File: config.mk
export PLATFORM = sky130hd
export DESIGN_NAME = writeback_arbiter
export DESIGN_NICKNAME = d
export VERILOG_FILES = /design/src/verilog/simt_pkg.sv /design/src/verilog/writeback_arbiter.sv
export SDC_FILE = /design/constraint.sdc
export NUM_CORES = 1
export LEC_CHECK = 0
export ABC_AREA = 1
export BUFFER_PORTS_ARGS = -buffer_cell sky130_fd_sc_hd__clkbuf_2
export CAP_MARGIN = 20
export CORE_AREA = 2 2 260 262
export CTS_CLUSTER_DIAMETER = 80
export DETAILED_ROUTE_END_ITERATION = 10
export DIE_AREA = 0 0 262 264
export GPL_ROUTABILITY_DRIVEN = 1
export HOLD_SLACK_MARGIN = 0.1
export PLACE_DENSITY = 0.35
export SETUP_SLACK_MARGIN = 0.15
export SYNTH_ARGS = -nofsm -noshare
export SYNTH_HDL_FRONTEND = slang
export SYNTH_SLANG_ARGS = --single-unit
File: constraint.sdc
create_clock -name clk -period 0.81 [get_ports clk]
set_input_delay 0.0405 -clock clk [delete_from_list [all_inputs] [get_ports clk]]
set_output_delay 0.0405 -clock clk [all_outputs]
set_load 0.02 [all_outputs]
File: src/verilog/simt_pkg.sv
`default_nettype none

package simt_pkg;

	// register index and lane word widths
	localparam int reg_w = 5;
	localparam int data_w = 32;

	// number of registers per warp
	localparam int reg_n = 1 << reg_w;

	// read-id packs the warp number above the lane index
	localparam int id_warp_shift = 8;

	// pc carried by csr writebacks
	localparam logic [data_w-1:0] csr_pc_marker = 32'hdeadbeef;

	// which unit produced a writeback
	typedef enum logic [1:0] {
		wb_none = 2'd0,
		wb_alu  = 2'd1,
		wb_csr  = 2'd2,
		wb_mem  = 2'd3
	} wb_src_t;

endpackage

`default_nettype wire
File: src/verilog/writeback_arbiter.sv
`timescale 1ns/10ps
`default_nettype none

module writeback_arbiter import simt_pkg::*; #(
	parameter int nt = 4,
	parameter int nw = 4,
	localparam int ww = (nw > 1) ? $clog2(nw) : 1
) (
	input wire clk,
	input wire reset,
	input wire wb_src_t alu_wb,
	input wire [nt-1:0] alu_mask,
	input wire [reg_w-1:0] alu_rd,
	input wire [ww-1:0] alu_warp,
	input wire [data_w-1:0] alu_pc,
	input wire [nt-1:0][data_w-1:0] alu_data,
	input wire wb_src_t csr_wb,
	input wire [nt-1:0] csr_mask,
	input wire [reg_w-1:0] csr_rd,
	input wire [ww-1:0] csr_warp,
	input wire [nt-1:0][data_w-1:0] csr_data,
	input wire wb_src_t mem_wb,
	input wire [nt-1:0] mem_mask,
	input wire [reg_w-1:0] mem_rd,
	input wire [ww-1:0] mem_warp,
	input wire [data_w-1:0] mem_pc,
	input wire [nt-1:0][data_w-1:0] mem_data,
	output logic mem_taken,
	output wb_src_t wb_src,
	output logic [nt-1:0] wb_mask,
	output logic [reg_w-1:0] wb_rd,
	output logic [ww-1:0] wb_warp,
	output logic [data_w-1:0] wb_pc,
	output logic [nt-1:0][data_w-1:0] wb_data
);

	logic alu_present;
	logic csr_present;
	logic mem_present;
	wb_src_t sel_src;
	logic [nt-1:0] sel_mask;
	logic [reg_w-1:0] sel_rd;
	logic [ww-1:0] sel_warp;
	logic [data_w-1:0] sel_pc;
	logic [nt-1:0][data_w-1:0] sel_data;

	assign alu_present = (alu_wb != wb_none) && (|alu_mask);
	assign csr_present = (csr_wb != wb_none) && (|csr_mask);
	assign mem_present = (mem_wb != wb_none) && (|mem_mask);

	// load only gets the slot when nothing else wants it
	assign mem_taken = mem_present && !alu_present && !csr_present;

	always_comb begin
		sel_src = wb_none;
		sel_mask = '0;
		sel_rd = '0;
		sel_warp = '0;
		sel_pc = csr_pc_marker;
		sel_data = '0;
		if (alu_present) begin
			sel_src = alu_wb;
			sel_mask = alu_mask;
			sel_rd = alu_rd;
			sel_warp = alu_warp;
			sel_pc = alu_pc;
			sel_data = alu_data;
		end else if (csr_present) begin
			sel_src = csr_wb;
			sel_mask = csr_mask;
			sel_rd = csr_rd;
			sel_warp = csr_warp;
			sel_data = csr_data;
		end else if (mem_present) begin
			sel_src = mem_wb;
			sel_mask = mem_mask;
			sel_rd = mem_rd;
			sel_warp = mem_warp;
			sel_pc = mem_pc;
			sel_data = mem_data;
		end
	end

	always_ff @(posedge clk or posedge reset) begin
		if (reset)
			wb_src <= wb_none;
		else
			wb_src <= sel_src;
	end

	always_ff @(posedge clk) begin
		wb_mask <= sel_mask;
		wb_rd <= sel_rd;
		wb_warp <= sel_warp;
		wb_pc <= sel_pc;
		wb_data <= sel_data;
	end

endmodule

`default_nettype wire

==> results_dict.tcl <==
set metrics [dict create \
    run_status "finished with violations" \
    violations "negative hold slack, negative setup slack" \
    synth_seq_area_share_pct 34.5 \
    floorplan.die.width_um 262 \
    ys_warn_count 0 \
    timing.hold.worst.start "csr_mask[1]" \
    antenna_found_initial 4 \
    drv.max_cap_violation_count 0 \
    worstPathBufferInverterCount 1 \
    initial_utilization_pct 15.1 \
    syn-num-nets 1790 \
    cts.reportedPaths.clkPinSlew_ps 80 \
    netlist-cell-type-count 28 \
    path_max_fanout 1 \
    critPathMaxStageDelay_ps 400 \
    register_area_um2 3690 \
    top_level_port_count 663 \
    p_leak_nw 12.1 \
    core_area_um2 66600 \
    numCtsBuffers 17 \
    holdCritPathClass "in2reg" \
    drt_first_iter_violations 576 \
    fin_util_pct 38.3 \
    timing_max_transition_violations_final 0 \
    worst_hold_path.endpoint "wb_mask[1]" \
    globalplace.congestion 0.883 \
    die_height_um 264 \
    die_area_um2 69200 \
    hpwlAfterDp_mm 43.7 \
    cp_cell_sequence "buf_6" \
    maxClockFrequency_ghz 0.942 \
    grt_first_pass_wirelength_mm 95.6 \
    worstHoldPathCells 3 \
    inst_count_dp 2886 \
    fillerInstances 6635 \
    crit_path_top_delay_cell "sky130_fd_sc_hd__dfrtp_1" \
    vdd_drop_max_mv 1.24 \
    post-route-worst-setup-slack_ps -252 \
    finalSetupViolations 339 \
    tightest_slew_ps 448 \
    flop_and_latch_count_out_of_synthesis 173 \
    total_power_mw 32.4 \
    area_growth_pct 153 \
    overflow_left_after_global_routing 0 \
    slew_headroom_pct 70.1 \
    worstPathArrival_ps 1020 \
    grt_max_degree 45 \
    power.density_cell_area_nw_per_um2 1270 \
    crit_path_start "wb_src[1]" \
    cts_hold_buf 472 \
    numPortBuffers 662 \
    cts_root_buffer "sky130_fd_sc_hd__clkbuf_16" \
    crit_required_ps 770 \
    crit_path_start_kind "flop" \
    post_drt_wl_per_cell_um 19.5 \
    fin_worst_hold_slack_ps -141 \
    gr-usage-all-layers_pct 18.5 \
    core.rowCount 95 \
    drc 0 \
    stdcell_count 3452 \
    setup_repair_after_global_routing_missed_its_margin "yes" \
    final_layout_size_suffix_gt1_share_pct 57.7 \
    cts_num_sinks 173 \
    cts_buffer_depth 2 \
    multi_input_comb_area_um2 6910 \
    synthesis.area_um2 10100 \
    path_delay_family "flip-flops" \
    avgSynthCellArea_um2 7.73 \
    timing.final.crit_period_ps 1060 \
    ant_nets 0 \
    routed_wl_mm 67.4 \
    hold_viol 2 \
    layout_worst_path_cycle_share_pct 131 \
    first_global_vias 16200 \
    avgViaCountPerCell 4.22 \
    design.final.nets 3053 \
    cts_htree_levels 4 \
    syn_inst_count 1301 \
    firstDrtPassIters 6 \
    path_class "reg2out" \
    end_kind "output port" \
    route.vias.total 14600 \
    tritoncts "built" \
]
layout by cell type, fill, tap and decap left out, types with 2 or more instances in the layout:
master and instances:
sky130_fd_sc_hd__clkbuf_2 476, sky130_fd_sc_hd__dlygate4sd3_1 472, sky130_fd_sc_hd__nand2_1 266, sky130_fd_sc_hd__nand3_2 238, sky130_fd_sc_hd__buf_8 182, sky130_fd_sc_hd__dfxtp_2 168, sky130_fd_sc_hd__nand3_1 161, sky130_fd_sc_hd__nand3b_1 159
sky130_fd_sc_hd__buf_4 138, sky130_fd_sc_hd__nand2_2 78, sky130_fd_sc_hd__buf_12 46, sky130_fd_sc_hd__nand3_4 39, sky130_fd_sc_hd__buf_16 33, sky130_fd_sc_hd__buf_6 23, sky130_fd_sc_hd__clkbuf_16 21, sky130_fd_sc_hd__nor2_4 9
sky130_fd_sc_hd__nand4_1 8, sky130_fd_sc_hd__inv_1 7, sky130_fd_sc_hd__nand2_4 6, sky130_fd_sc_hd__nor2_1 6, sky130_fd_sc_hd__inv_6 5, sky130_fd_sc_hd__clkbuf_8 5, sky130_fd_sc_hd__a21oi_1 4, sky130_fd_sc_hd__nand2_8 3
sky130_fd_sc_hd__o21ai_1 3, sky130_fd_sc_hd__dfxtp_4 3, sky130_fd_sc_hd__diode_2 2, sky130_fd_sc_hd__bufinv_16 2, sky130_fd_sc_hd__clkinv_2 2, sky130_fd_sc_hd__clkinv_4 2, sky130_fd_sc_hd__clkbuf_1 2, sky130_fd_sc_hd__buf_2 2
sky130_fd_sc_hd__dfrtp_1 2
state kept, by name, indices dropped and copies added, names as in the netlist:
signal / count
wb_data: 128
wb_pc: 32
wb_rd: 5
wb_mask: 4
wb_src: 2
wb_warp: 2
layout make-up:
class,instances,share of cell area (%)
tap,873,4.29
clock buffer,21,1.81
inverter,11,0.211
multi-input combinational,982,27.1
antenna,2,0.0197
clock inverter,11,0.521
timing repair buffer,1379,51.5
sequential,173,14.5
metrics by stage:
| step | setup WS (ps) | setup TNS (ps) | cell area [µm²] |
|---|---|---|---|
| 3_5_place_dp | -533 | -76510 | 15400 |
| 6_report | -252 | -36180 | 25500 |
| 5_1_grt | -310 | -46510 | 25500 |
| 4_1_cts | -311 | -43750 | 24500 |
| 2_1_floorplan | -63.5 | -8230 | 10100 |
| 3_3_place_gp | -534 | -76560 | 15400 |
per-layer routing:
metal / wire, µm / share of wire [%] / up-vias / track usage (%)
met5: 0 / 0 / - / 0
met4: 2180 / 3.2 / 0 / 6.99
met3: 4470 / 6.6 / 107 / 4.58
met2: 33200 / 49 / 594 / 32.9
met1: 27500 / 41 / 6899 / 21.0
li1: - / - / 6980 / -
cells in the mapped netlist (all sizes together):
cell type	number	area (µm²)
dfxtp	171	3420
nor2	15	81.3
nand3b	159	1190
nand3	438	2710
inv	11	46.3
dfrtp	2	50.1
nand4	8	50.1
a21oi	5	28.8
o21ai	4	20.0
nand2	353	1460
buf	94	769
dlymetal6s2s	3	37.5
clkbuf	38	186
how the worst max path moves through the flow:
stage / to / slack (ps) / cells past startpoint
floorplan: wb_data[115] / -60 / 8
global placement: wb_rd[4] / -530 / 7
detailed placement: wb_rd[4] / -530 / 7
CTS: wb_src[1] / -310 / 1
global route: wb_src[1] / -310 / 1
finish: wb_src[1] / -250 / 1
cells by family (layout without fill, tap and decap cells):
kind of cell	count (synthesis)	count (layout)	share of synthesized area [%]
buffers and inverters	146	1422	10.3
DFF	173	173	34.5
AOI/OAI and AO/OA	9	9	0.485
and+or+nand+nor	973	973	54.6
other	0	2	0
report_power, final:
group | internal (mW) | switching (mW)
Combinational | 7.36 | 5.73
Sequential | 9.59 | 0.638
Clock | 4.77 | 4.36
Total | 21.7 | 10.7
timing repair:
action | CTS | global route
pin swaps | 135 | 47
gates cloned | 24 | 4
endpoints found under the hold margin | 175 | 6
gates resized for setup | 758 | 318
setup endpoints to repair | 319 | 344
buffers inserted | 25 | 7
Power figures use the tool's default switching activity.
