--- src/verilog/simt_pkg.sv ---
`default_nettype none

package simt_pkg;

	// register index and lane word widths
	localparam int reg_w = 5;
	localparam int data_w = 32;

	// number of registers per warp
	localparam int reg_n = 1 << reg_w;

	// read-id packs the warp number above the lane index
	localparam int id_warp_shift = 8;

	// pc carried by csr writebacks
	localparam logic [data_w-1:0] csr_pc_marker = 32'hdeadbeef;

	// which unit produced a writeback
	typedef enum logic [1:0] {
		wb_none = 2'd0,
		wb_alu  = 2'd1,
		wb_csr  = 2'd2,
		wb_mem  = 2'd3
	} wb_src_t;

endpackage

`default_nettype wire
--- src/verilog/load_unit.sv ---
`timescale 1ns/10ps
`default_nettype none

module load_unit import simt_pkg::*; #(
	parameter int nt = 4,
	parameter int nw = 4,
	localparam int ww = (nw > 1) ? $clog2(nw) : 1,
	localparam int lw = (nt > 1) ? $clog2(nt) : 1
) (
	input wire clk,
	input wire reset,
	input wire in_valid,
	input wire [ww-1:0] warp,
	input wire [reg_w-1:0] rd,
	input wire [nt-1:0] mask,
	input wire [data_w-1:0] pc,
	input wire [nt-1:0][data_w-1:0] addr,
	output logic busy,
	output logic psel,
	output logic penable,
	output logic pwrite,
	output logic [data_w-1:0] paddr,
	input wire [data_w-1:0] prdata,
	input wire pready,
	output wb_src_t out_wb,
	output logic [nt-1:0] out_mask,
	output logic [reg_w-1:0] out_rd,
	output logic [ww-1:0] out_warp,
	output logic [data_w-1:0] out_pc,
	output logic [nt-1:0][data_w-1:0] out_data,
	input wire mem_taken
);

	typedef enum logic [1:0] {
		idle,
		setup,
		access,
		hold
	} state_t;

	state_t state;
	logic [nt-1:0] pending;  // lanes still to be read
	logic [lw-1:0] lane;
	logic [nt-1:0] lane_bit;
	logic present;

	logic [ww-1:0] warp_q;
	logic [reg_w-1:0] rd_q;
	logic [nt-1:0] mask_q;
	logic [data_w-1:0] pc_q;
	logic [nt-1:0][data_w-1:0] addr_q;
	logic [nt-1:0][data_w-1:0] data_q;

	// next lane to read is the lowest pending one
	always_comb begin
		lane = '0;
		for (int i = nt - 1; i >= 0; i--) begin
			if (pending[i])
				lane = lw'(i);
		end
	end

	assign lane_bit = nt'(1) << lane;
	assign present = (rd_q != '0) && (|mask_q);

	always_ff @(posedge clk or posedge reset) begin
		if (reset) begin
			state <= idle;
			pending <= '0;
		end else begin
			case (state)
				idle: if (in_valid) begin
					pending <= mask;
					state <= (|mask) ? setup : hold;
				end
				setup: state <= access;
				access: if (pready) begin
					pending <= pending & ~lane_bit;
					state <= (|(pending & ~lane_bit)) ? setup : hold;
				end
				hold: if (mem_taken || !present)
					state <= idle;  // nothing to write back when rd or mask is empty
				default: state <= idle;
			endcase
		end
	end

	always_ff @(posedge clk) begin
		if (state == idle && in_valid) begin
			warp_q <= warp;
			rd_q <= rd;
			mask_q <= mask;
			pc_q <= pc;
			addr_q <= addr;
			data_q <= '0;
		end else if (state == access && pready) begin
			data_q[lane] <= prdata;
		end
	end

	assign busy = (state != idle);
	assign psel = (state == setup) || (state == access);
	assign penable = (state == access);
	assign pwrite = 1'b0;
	assign paddr = addr_q[lane];

	assign out_wb = (state == hold && rd_q != '0) ? wb_mem : wb_none;
	assign out_mask = mask_q;
	assign out_rd = rd_q;
	assign out_warp = warp_q;
	assign out_pc = pc_q;
	assign out_data = data_q;

endmodule

`default_nettype wire

--- config.mk ---
export PLATFORM = sky130hd
export DESIGN_NAME = load_unit
export DESIGN_NICKNAME = d
export VERILOG_FILES = /design/src/verilog/simt_pkg.sv /design/src/verilog/load_unit.sv
export SDC_FILE = /design/constraint.sdc
export NUM_CORES = 1
export LEC_CHECK = 0
export ABC_AREA = 0
export ABC_CLOCK_PERIOD_IN_PS = 9200
export BUFFER_PORTS_ARGS = -buffer_cell sky130_fd_sc_hd__buf_2
export CAP_MARGIN = 30
export CELL_PAD_IN_SITES_DETAIL_PLACEMENT = 0
export CELL_PAD_IN_SITES_GLOBAL_PLACEMENT = 1
export CORE_MARGIN = 5
export CORE_UTILIZATION = 37
export CTS_CLUSTER_DIAMETER = 200
export DETAILED_ROUTE_END_ITERATION = 16
export GPL_TIMING_DRIVEN = 0
export PLACE_DENSITY = 0.85
export SLEW_MARGIN = 30
export SYNTH_ARGS = -nofsm -noshare
export SYNTH_HDL_FRONTEND = slang
export SYNTH_SLANG_ARGS = --single-unit
--- constraint.sdc ---
create_clock -name clk -period 9.2 [get_ports clk]
set_clock_uncertainty 0.15 [all_clocks]
set_input_delay 0.92 -clock clk [delete_from_list [all_inputs] [get_ports clk]]
set_output_delay 0.92 -clock clk [all_outputs]
set_load 0.02 [all_outputs]
==> results of run 1 <==
state kept, by name, summed over array words and instances, names as in the netlist:
name and count:
addr_q 128, out_data 128, out_pc 32, out_rd 5
out_mask 4, pending 4, out_warp 2, state 2
worst min path at each step:
stage	from	to	slack [ps]	cells after the start
after floorplan	out_data[32]	out_data[32]	380	2
after global placement	out_data[35]	out_data[35]	290	2
after detailed placement	out_data[38]	out_data[38]	300	2
after CTS	reset	state[1]	170	2
after global routing	reset	pending[3]	190	2
final	reset	state[1]	190	2
critical path, stage by stage, from the launching register on:
cell,delay (ps)
dfrtp_1,370
buf_2,190
nor4b_4,620
clkbuf_1,470
a22oi_1,120
o21ai_0,180
buf_2,240
where the power goes:
part | switching, µW | total (µW) | leakage (µW) | internal [µW]
clock | 529 | 1320 | 0.000540 | 796
combinational | 1270 | 1850 | 0.00289 | 583
sequential | 151 | 1980 | 0.00269 | 1830
area by class of cell:
class / count / area (µm²)
buffer: 65 / 310
multi-input combinational: 532 / 2790
clock buffer: 45 / 965
fill: 2679 / 14700
sequential: 305 / 7850
inverter: 7 / 26.3
antenna: 4 / 10.0
timing repair buffer: 418 / 2150
clock inverter: 15 / 143
tap: 390 / 488
cells in the final DEF, fill, tap and decap left out, types with 5 or more instances in the layout:
master	n
buf_2	420
nand2_1	195
edfxtp_1	171
a21oi_1	129
dfxtp_1	128
o21ai_0	65
clkbuf_1	52
clkbuf_16	36
nand3_1	35
mux2i_1	33
a22oi_1	32
buf_4	9
inv_1	7
clkinv_1	6
dfrtp_1	6
o21ai_1	5
metrics by stage:
step / setup slack (ps) / hold slack (ps)
after floorplan: 2560 / 384
after global placement: 542 / 290
after detailed placement: 5970 / 296
after CTS: 5400 / 170
after global routing: 5270 / 190
final: 5440 / 190
per-layer routing:
metal	vias up	track usage (%)	share of wire [%]
li1	4173	-	-
met1	4117	22.2	37
met2	363	34.5	50
met4	14	5.97	2.9
met5	-	0	0.30
met3	71	7.35	9.7
logic make-up (layout without fill, tap and decap cells):
logic type,after synthesis,in the layout
AOI/OAI and AO/OA,245,245
adders and majority gates,4,4
buffers and inverters,72,550
DFF,305,305
muxes,33,33
other,1,5
and+or+nand+nor,249,249
==> out/qor.txt, run 1 <==
Register area share after synthesis -> 71.5%
Peak supply drop -> 0.000222 V
Initial antenna violation count -> 9
Via count of the routed design -> 8738
FF-to-FF Start -> state[1]
Initial Util -> 37.2%
End point of the critical path -> paddr[14]
Site Rows -> 63
Largest net degree at the start of global routing -> 54
DRT Wirelength -> 34.4 mm
Yosys reg bits -> 305
Post-Syn Area -> 11000 µm²
Final Instance Area -> 14700 µm²
First-pass GRT wire length -> 50.4 mm
RR Endpoint -> addr_q[118]
Syn Area/Cell -> 12.1 µm²
Post-synth top cells -> nand2_1, edfxtp_1, a21oi_1
CP Launch Point -> pending[0]
Yosys top cell by area -> edfxtp_1
Grt ovf -> 0
CTS tree -> done
Final Hold Fails -> 0
Total die area -> 33200 µm²
Routed vias/inst -> 4.91
Pins Over Slew Limit -> 0
CTS root buffer -> clkbuf_16
CTS H-Tree Depth -> 2
Ys async rst share -> 1.97%
CP Max Fanout -> 10
CP Capture Type -> output pin
Die Y -> 182 µm
Finished Layout Cells -> 1781
Nets -> 1575
F_max -> 266 MHz
Vias in the first global route -> 8650
GRT Total Usage -> 19.6%
Adder-Cell Fraction of Synth Area -> 0.456%
DIE WIDTH -> 182 µm
GP Congestion -> 0.842
Core area -> 29500 µm²
Sum of negative setup slack -> 0 ps
EDFF count, synth -> 171
Top-count cell post-synth -> nand2_1
Fin crit period -> 3760 ps
Clock-pin slew on the worst setup and hold paths -> 60 ps
Post-Synth XOR/XNOR Area -> 0%
Mux contribution to synthesized area -> 3.01%
R2R setup slack -> 6610 ps
Status -> finished, final reports clean
Max-slew headroom -> 54.9%
Post-DP HPWL -> 25.9 mm
Layout cells sized above 1 -> 35.3%
Final setup viols -> 0
Critical path type -> flip-flop to output pin
Worst skew pair latency -> 500 ps
Post-CTS Setup Bufs -> 0
DRT antenna net count -> 0
Final core occ -> 50.0%
Net count after synthesis -> 1121
Area grow syn2layout -> 34.3%
Static Leak -> 0.00612 µW
Post_cts resized -> 0
Dominant cells by area after synthesis -> edfxtp_1, dfxtp_1, nand2_1
Placed instance area -> 13600 µm²
R2R depth -> 6
Power per cell area -> 350 nW/µm²
Drt drc -> 0
Final period util -> 40.9%
Syn. warnings -> 0
Simple-Gate Fraction of Synth Area -> 9.52%
Critical Path RT -> 8130 ps
Number of distinct library cells after synthesis -> 36
Main combinational cell family by area after synthesis -> compound AO/OA/AOI/OAI gates
Post-CTS Hold Buffers -> 0
Starting DRT DRC Count -> 516
Number of buffers created by CTS -> 34
Maxcap violations -> 0
Clk sinks -> 305
Number of iterations in the first detailed-routing pass -> 5
Worst Tran Pin Value -> 676 ps
Unrepaired setup endpoints after global routing -> false
Crit path launch type -> flip-flop
Cells after synthesis -> 909
Longest Clk Path Bufs -> 3
Total Power -> 5150 µW
Class of the worst hold path -> input port to asynchronous set/reset pin
Compound-Gate Fraction of Synth Area -> 12.4%
Predominant post-synthesis flop cell -> edfxtp_1
WL per Instance -> 19.3 µm
Worst Path Arrival -> 2690 ps
Synth top area share -> 46.8%
Buffers added on ports -> 415
# IOs -> 417
Placed cell count -> 1717
Power figures use the tool's default switching activity.
==> run 2, diff against run 1 <==
Settings changed: ABC_CLOCK_PERIOD_IN_PS 9200 to 3940.
Clock period 9.2 ns to 3.94 ns, I/O delays scaled along.
==> out/qor.txt, run 2 (same netlist as run 1, synthesis figures left out) <==
Status -> finished, final reports clean
Post-DP HPWL -> 25.7 mm
Number of buffers created by CTS -> 34
Crit path launch type -> flip-flop
RR Endpoint -> addr_q[21]
Routed vias/inst -> 5.07
Final setup viols -> 0
Most common cell after layout, fill and taps aside -> buf_2
Worst Tran Pin Value -> 698 ps
WHS -> 16.6 ps
CP Max Fanout -> 10
Number of iterations in the first detailed-routing pass -> 5
Final period util -> 84.5%
Clk sinks -> 305
Critical path type -> flip-flop to output pin
DIE WIDTH -> 182 µm
Placed cell count -> 1716
Int Pwr -> 7810 µW
Final Hold Fails -> 0
Die Y -> 182 µm
NetSw -> 4750 µW
CTS root buffer -> clkbuf_16
Buffers added on ports -> 415
FF-to-FF Start -> state[1]
Grt ovf -> 0
Power per cell area -> 761 nW/µm²
Core area -> 29500 µm²
Worst hold endpoint -> out_data[93]
Area grow syn2layout -> 50.4%
Seq pwr share -> 37.1%
F_max -> 300 MHz
Most frequent cells in the layout -> buf_2, nand2_1, dlygate4sd3_1
WL per Instance -> 20.5 µm
Critical Path RT -> 3400 ps
Peak supply drop -> 0.000429 V
Starting DRT DRC Count -> 764
Initial Util -> 37.2%
Final Instance Area -> 16500 µm²
# IOs -> 417
Clock-pin slew on the worst setup and hold paths -> 60 ps
Max-slew headroom -> 53.1%
Worst Path Arrival -> 2790 ps
DRT Wirelength -> 39.9 mm
Worst skew pair latency -> 500 ps
GP Congestion -> 0.864
Initial antenna violation count -> 1
Longest Clk Path Bufs -> 3
Class of the worst hold path -> input port to flip-flop
Layout cells sized above 1 -> 31.4%
Drt drc -> 0
Unrepaired setup endpoints after global routing -> false
First-pass GRT wire length -> 59.8 mm
Site Rows -> 63
DRT antenna net count -> 0
CTS H-Tree Depth -> 2
GRT Total Usage -> 23.1%
Worst Hold Depth -> 3
Worst Hold Launch -> prdata[29]
Post-CTS Setup Bufs -> 0
Maxcap violations -> 0
R2R depth -> 6
Sum of negative setup slack -> 0 ps
Static Leak -> 0.00687 µW
Nets -> 1746
Fin crit period -> 3330 ps
Final core occ -> 56.0%
Largest net degree at the start of global routing -> 93
Finished Layout Cells -> 1948
CP Capture Type -> output pin
Pins Over Slew Limit -> 0
Via count of the routed design -> 9882
Switching part of the total -> 37.8%
Placed instance area -> 13600 µm²
R2R setup slack -> 1430 ps
# fillers -> 2399
CTS tree -> done
Vias in the first global route -> 10200
Total die area -> 33200 µm²
Clk pwr share -> 26.8%
Combinational fraction of design power -> 36.1%
-- run 2: changes by cell type in the layout (fill, tap and decap cells not counted), sizes merged --
cell and delta:
clkinv -7, inv +4, buf -1, diode -3, clkinvlp -1, clkbuf -1
bufinv +4, dlygate4sd3 +172
-- run 2: power by group through the flow --
stage          combinational [µW]  sequential [µW]  clock [µW]
2_1_floorplan                2000             5310           0
3_3_place_gp                 4260             4730           0
3_5_place_dp                 4350             4690           0
4_1_cts                      4510             4630        3380
5_1_grt                      4830             4740        3540
6_report                     4540             4660        3370
-- run 2: worst max-delay path, stage by stage (launching register included) --
cell and delay (ps):
dfrtp_1 370, buf_2 200, nor4b_4 620, clkbuf_1 490, a22oi_1 150, o21ai_0 210
buf_2 250
-- run 2: metrics by stage --
step                total power, µW  setup WS (ps)
floorplan                      7310            227
finish                        12600            611
CTS                           12500            645
detailed placement             9040           1200
global placement               8990           -663
global route                  13100            449
-- run 2: cell type report --
type                       count  area [µm²]  share of cell area (%)
clock buffer                  44         930                    5.63
timing repair buffer         589        3850                    23.3
sequential                   305        7850                    47.5
inverter                       7        26.3                   0.159
multi-input combinational    532        2790                    16.9
tap                          390         488                    2.96
antenna                        1        2.50                  0.0152
clock inverter                15         248                    1.50
buffer                        65         317                    1.92
-- run 2: how the worst max path moves through the flow --
stage                     startpoint        end  slack, ps
after global placement      state[1]  out_pc[4]       -660
after detailed placement  pending[0]   paddr[9]       1200
after CTS                 pending[0]  paddr[16]        650
final                     pending[0]   paddr[9]        610
after global routing      pending[0]  paddr[23]        450
after floorplan             state[1]  addr_q[0]        230
-- run 2: metal layers --
layer / routed length, µm / GRT usage (%) / up-vias
li1: - / - / 4518
met1: 14200 / 26.3 / 4696
met2: 20100 / 40.9 / 554
met3: 3610 / 6.04 / 114
met4: 1950 / 10.5 / 0
met5: 0 / 0 / -
-- run 2: timing repair --
item | in CTS | in global routing
resized for setup | 0 | 0
hold buffers | 172 | 0
endpoints found under the hold margin | 179 | 0
setup endpoints to repair | 0 | 0
