`config.mk`:
```
export PLATFORM = sky130hd
export DESIGN_NAME = csr_unit
export DESIGN_NICKNAME = d
export VERILOG_FILES = /design/src/verilog/isa_pkg.sv /design/src/verilog/simt_pkg.sv /design/src/verilog/csr_unit.sv
export SDC_FILE = /design/constraint.sdc
export NUM_CORES = 1
export LEC_CHECK = 0
export BUFFER_PORTS_ARGS = -buffer_cell sky130_fd_sc_hd__buf_2
export CORE_MARGIN = 5
export CORE_UTILIZATION = 46
export CTS_CLUSTER_SIZE = 40
export DETAILED_ROUTE_END_ITERATION = 8
export PLACE_DENSITY = 0.77
export SYNTH_ARGS = -nofsm -noshare
export SYNTH_HDL_FRONTEND = slang
export SYNTH_SLANG_ARGS = --single-unit
```
`constraint.sdc`:
```
create_clock -name clk -period 4.05 [get_ports clk]
set_input_delay 0.405 -clock clk [delete_from_list [all_inputs] [get_ports clk]]
set_output_delay 0.405 -clock clk [all_outputs]
set_load 0.1 [all_outputs]
```
`src/verilog/isa_pkg.sv`:
```
`default_nettype none

package isa_pkg;

	typedef enum logic [1:0] {
		unit_alu  = 2'd0,
		unit_csr  = 2'd1,
		unit_load = 2'd2
	} unit_t;

	typedef enum logic [2:0] {
		op_add = 3'd0,
		op_sub = 3'd1,
		op_and = 3'd2,
		op_or  = 3'd3,
		op_xor = 3'd4,
		op_sll = 3'd5,
		op_slt = 3'd6  // signed compare
	} alu_op_t;

	typedef enum logic {
		csr_swap_scratch = 1'b0,
		csr_read_id      = 1'b1
	} csr_op_t;

endpackage

`default_nettype wire

```
`src/verilog/simt_pkg.sv`:
```
`default_nettype none

package simt_pkg;

	// register index and lane word widths
	localparam int reg_w = 5;
	localparam int data_w = 32;

	// number of registers per warp
	localparam int reg_n = 1 << reg_w;

	// read-id packs the warp number above the lane index
	localparam int id_warp_shift = 8;

	// pc carried by csr writebacks
	localparam logic [data_w-1:0] csr_pc_marker = 32'hdeadbeef;

	// which unit produced a writeback
	typedef enum logic [1:0] {
		wb_none = 2'd0,
		wb_alu  = 2'd1,
		wb_csr  = 2'd2,
		wb_mem  = 2'd3
	} wb_src_t;

endpackage

`default_nettype wire
```
`src/verilog/csr_unit.sv`:
```
`timescale 1ns/10ps
`default_nettype none

module csr_unit import simt_pkg::*; import isa_pkg::*; #(
	parameter int nt = 4,
	parameter int nw = 4,
	localparam int ww = (nw > 1) ? $clog2(nw) : 1
) (
	input wire clk,
	input wire reset,
	input wire in_valid,
	input wire csr_op_t csr_op,
	input wire [ww-1:0] warp,
	input wire [reg_w-1:0] rd,
	input wire [nt-1:0] mask,
	input wire [nt-1:0][data_w-1:0] a,
	output wb_src_t out_wb,
	output logic [nt-1:0] out_mask,
	output logic [reg_w-1:0] out_rd,
	output logic [ww-1:0] out_warp,
	output logic [nt-1:0][data_w-1:0] out_data
);

	logic [data_w-1:0] scratch [nw];
	logic [data_w-1:0] swap_in;
	logic [nt-1:0][data_w-1:0] result;

	// the lowest active lane supplies the new scratch value
	always_comb begin
		swap_in = '0;
		for (int i = nt - 1; i >= 0; i--) begin
			if (mask[i])
				swap_in = a[i];
		end
	end

	always_comb begin
		for (int i = 0; i < nt; i++) begin
			if (csr_op == csr_read_id)
				result[i] = (data_w'(warp) << id_warp_shift) + data_w'(i);
			else
				result[i] = scratch[warp];  // old value comes back
		end
	end

	always_ff @(posedge clk or posedge reset) begin
		if (reset) begin
			for (int w = 0; w < nw; w++)
				scratch[w] <= '0;
			out_wb <= wb_none;
		end else begin
			if (in_valid && csr_op == csr_swap_scratch && |mask)
				scratch[warp] <= swap_in;
			out_wb <= (in_valid && rd != '0) ? wb_csr : wb_none;
		end
	end

	always_ff @(posedge clk) begin
		out_mask <= mask;
		out_rd <= rd;
		out_warp <= warp;
		out_data <= result;
	end

endmodule

`default_nettype wire

```
==> impl_results.md, run 1 <==
- GRT overflow: 0
- Yosys reg bits: between 150 and 200
- Mapped cell area: around 8500 sq um
- Max-cap viol count: 0
- Later-pin clock latency in the skew report: between 0.4 and 0.5 ns
- End of the critical path: scratch[30]$_DFFE_PP0P_
- Post-synthesis instance total: 748
- Area occupied by multi-input gates: approximately 3300 sq um
- Status: completed
- Post-route setup TNS: 0 ns
- R2R depth: 2
- First-pass GRT wire length: roughly 37 mm
- Layout Skew: approximately 0.0090 ns
- Top_reg_cell synth: dfrtp_1
- Vias per cell: a little under 6
- Port Buffers: roughly 280
- RSZ-0062 raised after global routing: false
- Layout area overhead: 16.20%
- Clock power frac: ~26%
- Starting Density: approximately 47%
- GP Congestion: between 0.7 and 0.8
- CP startpoint: mask[3]
- Crit share post-route: ~58%
- Synth top area cells: dfrtp_1, dfxtp_1, buf_4
- Max-slew violations: 0
- Drt pass-1 iters: 7
- Worst EP required: around 4.4 ns
- Max H-tree Level: 4
- Slew headroom: 27.53%
- Root buffer cell: clkbuf_16
- CTS Hold Bufs: 0
- Layout cell share with drive strength beyond 1: ~44%
- # diodes: 0
- Mapped Nets: 891
- Sequential fraction of the synthesis area: approximately half
- Syn_area_per_cell: 11.34 sq um
- CTS Buf Count: 17
- Yosys cell types: 33
- Via Count: about 6700
- Clock Sinks: about 170
- CTS resizes: 0
- Core box area: 18090 sq um
- Yosys Warn Count: 0
- Worst R2R End: out_data[32]$_SDFF_PP1_
- TritonCTS clock tree: built
- Endpoints failing setup: 0
- Maximum clock path buffer count: 2
- Final Net Count: ~1000
- Slew @ Worst Pin: 1.087 ns
- FF-to-FF Start: scratch[0]$_DFFE_PP0P_
- Vias in the first global route: 6745
- Register Area: roughly 4100 sq um
- DP HPWL: between 15 and 20 mm
- Synth area leader: dfrtp_1
- Die ar.: between 20000 and 25000 sq um
- Largest net degree at the start of global routing: 97
- Reg power frac: a little over a third
- Die Width: ~150 um
- Final min period: between 2 and 2.5 ns
- Final hold violations: 0
- PwrDens: 649.2 nW/um^2
- Sw Ratio: 44.25%
- Initial antenna violation count: 0
- Net Switching: ~2.8 mW
- Lkg Pwr: ~4.5 nW
- Row count: between 40 and 50
- CP max FO: 32
- DRC Markers: 0
- Number of synthesized flops with an enable pin: 0
- Initial drt markers: approximately 550
- Async set-reset flop share out of synthesis: about three quarters
- Worst EP arrival: roughly 2.7 ns
- Total track usage: 22.16%
- DR WL/cell: between 20 and 25 um
- Clock slew at reported path FFs: roughly 0.06 ns
- Nature of the critical path startpoint: primary input
- Max Clk Rate: around 430 MHz
- Dpl cells: about 1100
- Share of the synthesized area in the top cell type: about two fifths
- Non-filler instance count after layout: 1136
- IR drop worst, VDD: around 440 uV
- Fill cells: 1566
- Int Pwr: roughly 3.6 mW
- Setup repair bufs after CTS: 0
- Hold crit path type: primary input to register
- Final WL: 23.86 mm
- Routed Antenna Nets: 0
- R2R Setup Slk: between 2 and 3 ns
- Num ports: about 280
- Worst Setup End Kind: register
- Critical path class: primary input to register
- Die height: approximately 150 um
- Comb power frac: just under 40%
-- worst min path at each step --
| stage | start | endpoint | slack, ns | cells after the start |
|---|---|---|---|---|
| after floorplan | mask[0] | out_mask[0]$_DFF_P_ | 0.43 | 0 |
| final | rd[3] | out_rd[3]$_DFF_P_ | 0.09 | 1 |
| after global placement | scratch[62]$_DFFE_PP0P_ | scratch[62]$_DFFE_PP0P_ | 0.48 | 1 |
| after global routing | rd[3] | out_rd[3]$_DFF_P_ | 0.08 | 1 |
| after CTS | rd[3] | out_rd[3]$_DFF_P_ | 0.08 | 1 |
| after detailed placement | scratch[94]$_DFFE_PP0P_ | scratch[94]$_DFFE_PP0P_ | 0.49 | 1 |
-- cell usage after synthesis, types with 2 or more instances --
master / number
a221oi_1: 32
a22oi_1: 2
buf_1: 2
buf_2: 14
buf_4: 95
buf_6: 5
clkbuf_1: 50
dfrtp_1: 129
dfxtp_1: 45
inv_1: 3
mux2_2: 5
mux2i_1: 2
mux4_2: 30
nand4bb_1: 2
nor2_1: 2
nor2b_1: 32
o21ai_0: 125
o22ai_1: 31
o31ai_1: 94
o31ai_2: 30
or2_2: 6
-- metrics by stage --
step                      power, mW  hold WS, ns  setup WS (ns)  util (%)  area (sq um)
after floorplan               4.542       0.4327         0.2040         -          8482
final                         6.398      0.09097          1.704     54.49          9856
after global placement        4.759       0.4847          1.325     51.25          9269
after CTS                     6.425      0.07687          1.731     54.49          9856
after detailed placement      4.802       0.4889          1.302     51.25          9269
after global routing          6.646      0.07731          1.544     54.49          9856
-- power groups by stage --
stage / clock [mW] / combinational, mW / sequential (mW)
2_1_floorplan: 0 / 1.88 / 2.66
3_3_place_gp: 0 / 2.49 / 2.27
3_5_place_dp: 0 / 2.51 / 2.29
4_1_cts: 1.65 / 2.52 / 2.26
5_1_grt: 1.73 / 2.61 / 2.30
6_report: 1.63 / 2.51 / 2.26
-- state kept, by name, indices dropped and copies added, names as in the netlist --
register and cells:
out_data 34, scratch 128, out_mask 4, out_rd 5, out_warp 2, out_wb 1
-- layout by cell type, fill, tap and decap left out, types with 30 or more instances in the layout --
master    count
buf_2       282
dfrtp_1     129
o21ai_0     125
o31ai_1      94
dfxtp_1      45
a221oi_1     32
o22ai_1      31
nor2b_1      31
o31ai_2      30
mux4_2       30
-- cells by family (layout without fill, tap and decap cells) --
family	count (synthesis)	in the layout	share of synthesized area, %
mux	37	37	8.866
compound gates	317	317	26.17
buf+inv	169	328	12.33
simple gates	50	50	3.909
flops	174	174	48.68
other cells	1	1	0.04421
-- cell type report --
class	count	share of cell area, %
Clock inverter	9	1.104
Clock buffer	23	4.850
Inverter	3	0.1396
Multi-Input combinational cell	405	33.82
Timing Repair Buffer	293	15.28
Sequential cell	174	41.89
Tap cell	229	2.907
-- worst max-delay path: stages --
cell    delay, ns
buf_2        0.14
nor4_2       0.66
buf_4        0.36
or2_2        0.67
mux2_2       0.41
-- layer usage --
layer / GRT usage [%] / wire (um)
met5: 0 / 0
met4: 6.553 / 461
met3: 5.481 / 1717
met2: 36.52 / 11800
met1: 29.14 / 9876
Note: power is estimated with default switching activity, not from simulation.
==> run 2, diff against run 1 <==
- clock period: 4.05 -> 2.02 ns (I/O delays scaled with it)
==> run 2 against run 1 <==
Sequential power rose by 100%. Critical endpoint is now scratch[62]$_DFFE_PP0P_. Cell area rose by 6.7%. Final cell count rose by 5.8%. Largest power group unchanged.
==> impl_results.md, run 2 (synthesis results as in run 1) <==
- Top flop regs: scratch x128, out_data x34, out_rd x5
- First-pass GRT wire length: 40.23 mm (+7.3%)
- M2 GR Usage: 41.03% (+4.5 points)
- CP max FO: 13 (-59%)
- Vias in the first global route: 7275 (+7.9%)
- Worst EP required: 2.32 ns (-2.05 ns)
- Setup WS post-layout: 0.06489 ns (-1.639 ns)
- Maximum clock path buffer count: 2 (unchanged)
- Pre-CTS WS: 0.1571 ns (-1.145 ns)
- Worst Hold Depth: 2 (+1)
- Largest register FFs: 128 (unchanged)
- Core box area: 18090 sq um (unchanged)
- RSZ-0062 raised after global routing: false
- Commonest non-fill, non-tap cell in the layout: buf_2
- WHS Endpoint: out_wb[1]$_DFF_PP0_
- Drt pass-1 iters: 5 (-2)
- Final WL: 25.53 mm (+7.0%)
- Routed Antenna Nets: 0 (unchanged)
- Slew headroom: 53.97% (+26 points)
- Initial antenna violation count: 0 (unchanged)
- Hold crit path type: primary input to register
- Layout cell share with drive strength beyond 1: 47.33% (+3.2 points)
- DR WL/cell: 21.24 um (+1.2%)
- Initial drt markers: 565 (+3.5%)
- Starting Density: 46.90% (unchanged)
- Worst EP arrival: 2.25 ns (-0.42 ns)
- Clock Sinks: 174 (unchanged)
- Layout Skew: 0.004948 ns (-0.004055 ns)
- Crit share post-route: 96.79%
- GR peak layer: met2
- R2R Setup Slk: 0.76 ns (-1.96 ns)
- FF-to-FF Start: scratch[0]$_DFFE_PP0P_
- Port Buffers: 282 (unchanged)
- Worst R2R End: out_data[32]$_SDFF_PP1_
- Most frequent cells in the layout: buf_2, dfrtp_1, o21ai_0
- CTS Buf Count: 17 (unchanged)
- Worst hold start: in_valid
- Clock slew at reported path FFs: 0.06 ns (about the same)
- Register bank with the most flops: scratch
- Largest net degree at the start of global routing: 70 (-28%)
- Max-slew violations: 0 (unchanged)
- DP HPWL: 17.07 mm (+8.6%)
- R2R depth: 2 (unchanged)
- Post-route setup TNS: 0 ns (unchanged)
- TritonCTS clock tree: built
- IR drop worst, VDD: 1054 uV (+140%)
- Via Count: 7105 (+6.1%)
- Row count: 49 (unchanged)
- Final hold violations: 0 (unchanged)
- Vias per cell: 5.911 (+0.30%)
- PwrDens: 1255 nW/um^2 (+93%)
- GRT overflow: 0 (unchanged)
- Global Route met1 Usage: 29.64% (+0.50 points)
- Num ports: 284 (unchanged)
- Status: completed
- Lkg Pwr: 4.832 nW (+8.5%)
- Met3 Usage GRT: 5.637% (+0.16 points)
- Die height: 145.8 um (unchanged)
- Endpoints failing setup: 0 (unchanged)
- Total track usage: 23.64% (+1.5 points)
- Later-pin clock latency in the skew report: 0.42 ns (about the same)
- Worst Setup End Kind: register
- GP Congestion: 0.8206 (+6.6%)
- Layout area overhead: 23.99%
- Max-cap viol count: 0 (unchanged)
- Critical path class: primary input to register
- Root buffer cell: clkbuf_16
- DRC Markers: 0 (unchanged)
- Die Width: 145.8 um (unchanged)
- Slew @ Worst Pin: 0.6905 ns (-0.3966 ns)
- Final Net Count: 1102 (+6.3%)
- Nature of the critical path startpoint: primary input
- Setup repair bufs after CTS: 0 (unchanged)
- Max H-tree Level: 4 (unchanged)
- Die ar.: 21250 sq um (unchanged)
- Final min period: 1.955 ns
- Max Clk Rate: roughly 500 MHz
==> run 2: worst max-delay path, stage by stage <==
cell,delay [ns]
dlygate4sd3_1,0.56
buf_2,0.17
nor4_2,0.36
buf_4,0.27
or2_2,0.32
mux2_2,0.38
==> run 2: power breakdown <==
part | switching (mW) | internal [mW] | total [mW] | leakage [nW]
sequential | 0.368 | 4.16 | 4.53 | 1.98
combinational | 4.00 | 1.16 | 5.16 | 2.54
clock | 1.33 | 2.16 | 3.50 | 0.305
total | 5.71 | 7.49 | 13.2 | 4.83
==> run 2: stage by stage <==
stage | area [sq um] | cells | power [mW] | utilization (%) | hold slack (ns)
finish | 10520 | 1202 | 13.19 | 58.15 | 0.09281
global route | 10510 | 1201 | 13.68 | 58.13 | 0.07485
CTS | 10500 | 1201 | 13.23 | 58.06 | 0.08035
detailed placement | 9778 | 1160 | 9.716 | 54.06 | 0.2888
global placement | 9778 | 1160 | 9.615 | 54.06 | 0.2954
floorplan | 8486 | 748 | 9.107 | - | 0.2297
==> run 2: layout make-up <==
type / count / area, sq um
Clock inverter: 11 / 162.7
Timing Repair Buffer: 358 / 2108
Antenna cell: 1 / 2.502
Inverter: 3 / 15.01
Tap cell: 229 / 286.5
Clock buffer: 21 / 470.5
Fill cell: 1496 / 7570
Sequential cell: 174 / 4129
Multi-Input combinational cell: 405 / 3342
==> run 2: how the worst max path moves through the flow <==
stage                     startpoint                 endpoint  slack, ns  cells past startpoint
final                        mask[3]  scratch[62]$_DFFE_PP0P_       0.06                      6
after floorplan                reset      out_wb[1]$_DFF_PP0_       0.22                      1
after CTS                    mask[1]  scratch[47]$_DFFE_PP0P_       0.03                      5
after global routing         mask[3]  scratch[62]$_DFFE_PP0P_       0.02                      6
after global placement       mask[3]  scratch[22]$_DFFE_PP0P_       0.22                      6
after detailed placement     mask[1]  scratch[79]$_DFFE_PP0P_       0.16                      4
==> run 2: metal layers <==
metal  share of wire [%]  up-vias
li1                    -     3181
met1                  38     3474
met2                  52      414
met3                 8.7       36
met4                 1.9        0
met5                   0        -
==> run 2: timing repair <==
item,in CTS,in global routing
hold buffers,9,0
gates resized for setup,0,3
hold endpoints to repair,27,0
setup endpoints to repair,0,12
==> run 3, diff against run 2 <==
- RECOVER_POWER: unset -> 100
==> run 3 against run 2 <==
Cell area decreased by 1.4%. Global-route usage did not move. Die area unchanged. Critical endpoint unchanged. Largest power group unchanged.
==> impl_results.md, run 3 (synthesis results as in run 1) <==
- Root buffer cell: clkbuf_16
- Max-slew violations: 0 (unchanged)
- Delay-heaviest family, CP: buffers and inverters
- CTS Buf Count: 17 (unchanged)
- Die Width: 145.8 um (unchanged)
- Top flop regs: scratch x128, out_data x34, out_rd x5
- IR drop worst, VDD: 1050 uV (-0.35%)
- Vias in the first global route: 7275 (unchanged)
- Port Buffers: 282 (unchanged)
- Post-route setup TNS: 0 ns (unchanged)
- Worst EP arrival: 2.23 ns (-0.02 ns)
- Core box area: 18090 sq um (unchanged)
- Worst path slowest cell: dlygate4sd3_1
- CP cell instances: dlygate4sd3_1 -> buf_2 -> nor4_2 -> buf_4 -> or2_2 -> mux2_2
- TritonCTS clock tree: built
- Row count: 49 (unchanged)
- Endpoints failing setup: 0 (unchanged)
- Total power: 13.14 mW (-0.38%)
- Commonest non-fill, non-tap cell in the layout: clkbuf_2
- Later-pin clock latency in the skew report: 0.42 ns (about the same)
- Via Count: 7059 (-0.65%)
- Most frequent cells in the layout: clkbuf_2, buf_2, dfrtp_1
- Worst EP required: 2.32 ns (about the same)
- Max H-tree Level: 4 (unchanged)
- DRC Markers: 0 (unchanged)
- Slew @ Worst Pin: 1.165 ns (+0.4741 ns)
- Largest net degree at the start of global routing: 70 (unchanged)
- Largest register FFs: 128 (unchanged)
- Initial drt markers: 590 (+4.4%)
- Vias per cell: 5.873 (-0.65%)
- Final Net Count: 1102 (unchanged)
- Drt pass-1 iters: 5 (unchanged)
- Total track usage: 23.64% (unchanged)
- Nature of the critical path startpoint: primary input
- Final min period: 1.935 ns (-0.02022 ns)
- Crit share post-route: 95.79% (-1.0 points)
- Maximum clock path buffer count: 2 (unchanged)
- RSZ-0062 raised after global routing: false
- Worst Setup End Kind: register
- Die ar.: 21250 sq um (unchanged)
- Starting Density: 46.90% (unchanged)
- Met3 Usage GRT: 5.637% (unchanged)
- Fill cells: 1531 (+2.3%)
- Final WL: 25.42 mm (-0.44%)
- Layout cell share with drive strength beyond 1: 43.93% (-3.4 points)
- Max Clk Rate: 516.8 MHz (+1.0%)
- Register bank with the most flops: scratch
- First-pass GRT wire length: 40.23 mm (unchanged)
- M2 GR Usage: 41.03% (unchanged)
- Status: completed
- Final hold violations: 0 (unchanged)
- CP max stage delay: 0.55 ns (about the same)
- Num ports: 284 (unchanged)
- Clock slew at reported path FFs: 0.06 ns (about the same)
- Layout Skew: 0.005036 ns (+0.00008810 ns)
- DR WL/cell: 21.15 um (-0.44%)
- Max-cap viol count: 0 (unchanged)
- Critical path class: primary input to register
- DP HPWL: 17.07 mm (unchanged)
- Hold crit path type: primary input to register
- PwrDens: 1268 nW/um^2 (+1.1%)
- Layout area overhead: 22.20%
- Slew headroom: 21.93% (-32 points)
- Global Route met1 Usage: 29.64% (unchanged)
- Die height: 145.8 um (unchanged)
- GRT overflow: 0 (unchanged)
- Clock Sinks: 174 (unchanged)
- CP max FO: 13 (unchanged)
- Lkg Pwr: 4.654 nW (-3.7%)
- Worst Path Buf+Inv: 3 (unchanged)
- Routed Antenna Nets: 0 (unchanged)
- GR peak layer: met2
- GP Congestion: 0.8206 (unchanged)
- Initial antenna violation count: 0 (unchanged)
run 3: cell types whose count changed in the layout (fill, tap and decap cells not counted), sizes merged:
| cell | previous run | this run |
|---|---|---|
| buf | 349 | 173 |
| clkbuf | 21 | 197 |
run 3: worst paths after layout:
check	startpoint	endpoint	slack, ns	depth (start not counted)
worst max-delay path	mask[3]	scratch[62]$_DFFE_PP0P_	0.09	6
worst min-delay path	in_valid	out_wb[1]$_DFF_PP0_	0.09	2
worst max register to register	scratch[0]$_DFFE_PP0P_	out_data[32]$_SDFF_PP1_	0.74	2
worst min register to register	scratch[69]$_DFFE_PP0P_	scratch[69]$_DFFE_PP0P_	0.51	2
max in group asynchronous	reset	scratch[62]$_DFFE_PP0P_	0.49	4
min in group asynchronous	reset	out_wb[1]$_DFF_PP0_	0.56	3
run 3: final cells by class:
cell class | count | area [sq um] | share of cell area (%)
Tap cell | 229 | 286.5 | 2.764
Multi-Input combinational cell | 405 | 3302 | 31.86
Antenna cell | 1 | 2.502 | 0.02414
Clock buffer | 21 | 470.5 | 4.539
Inverter | 3 | 12.51 | 0.1207
Timing Repair Buffer | 358 | 1999 | 19.29
Sequential cell | 174 | 4129 | 39.84
Clock inverter | 11 | 162.7 | 1.569
run 3: worst reg2reg max path: cells and delay by family, from the launching register on:
| kind | cells | cell delay [ns] |
|---|---|---|
| AND/OR/NAND/NOR | 1 | 0.28 |
| multiplexers | 1 | 0.50 |
| flip-flops | 1 | 0.38 |
run 3: stage by stage:
step | setup slack [ns] | instance area, sq um | cells | utilization, % | hold WS (ns)
floorplan | 0.2228 | 8486 | 748 | - | 0.2297
global placement | 0.2153 | 9778 | 1160 | 54.06 | 0.2954
detailed placement | 0.1571 | 9778 | 1160 | 54.06 | 0.2888
CTS | 0.02618 | 10500 | 1201 | 58.06 | 0.08035
global route | 0.02002 | 10360 | 1201 | 57.30 | 0.07485
finish | 0.08510 | 10360 | 1202 | 57.31 | 0.09240
run 3: timing repair:
| item | in CTS | in global routing |
|---|---|---|
| endpoints found under the hold margin | 27 | 0 |
| resized for setup | 0 | 3 |
| hold buffers | 9 | 0 |
| endpoints found under the setup margin | 0 | 12 |
| buffers inserted | 0 | 0 |
run 3: where the power goes:
group / total (mW) / leakage [nW] / internal [mW] / switching, mW
clock network: 3.50 / 0.305 / 2.16 / 1.34
registers: 4.54 / 1.98 / 4.16 / 0.380
logic: 5.10 / 2.37 / 1.11 / 3.99
total: 13.1 / 4.65 / 7.44 / 5.71
run 3: layer usage:
| metal | vias up | share of wire [%] |
|---|---|---|
| li1 | 3180 | - |
| met1 | 3449 | 38 |
| met2 | 401 | 52 |
| met3 | 29 | 8.9 |
| met4 | 0 | 1.7 |
| met5 | - | 0 |
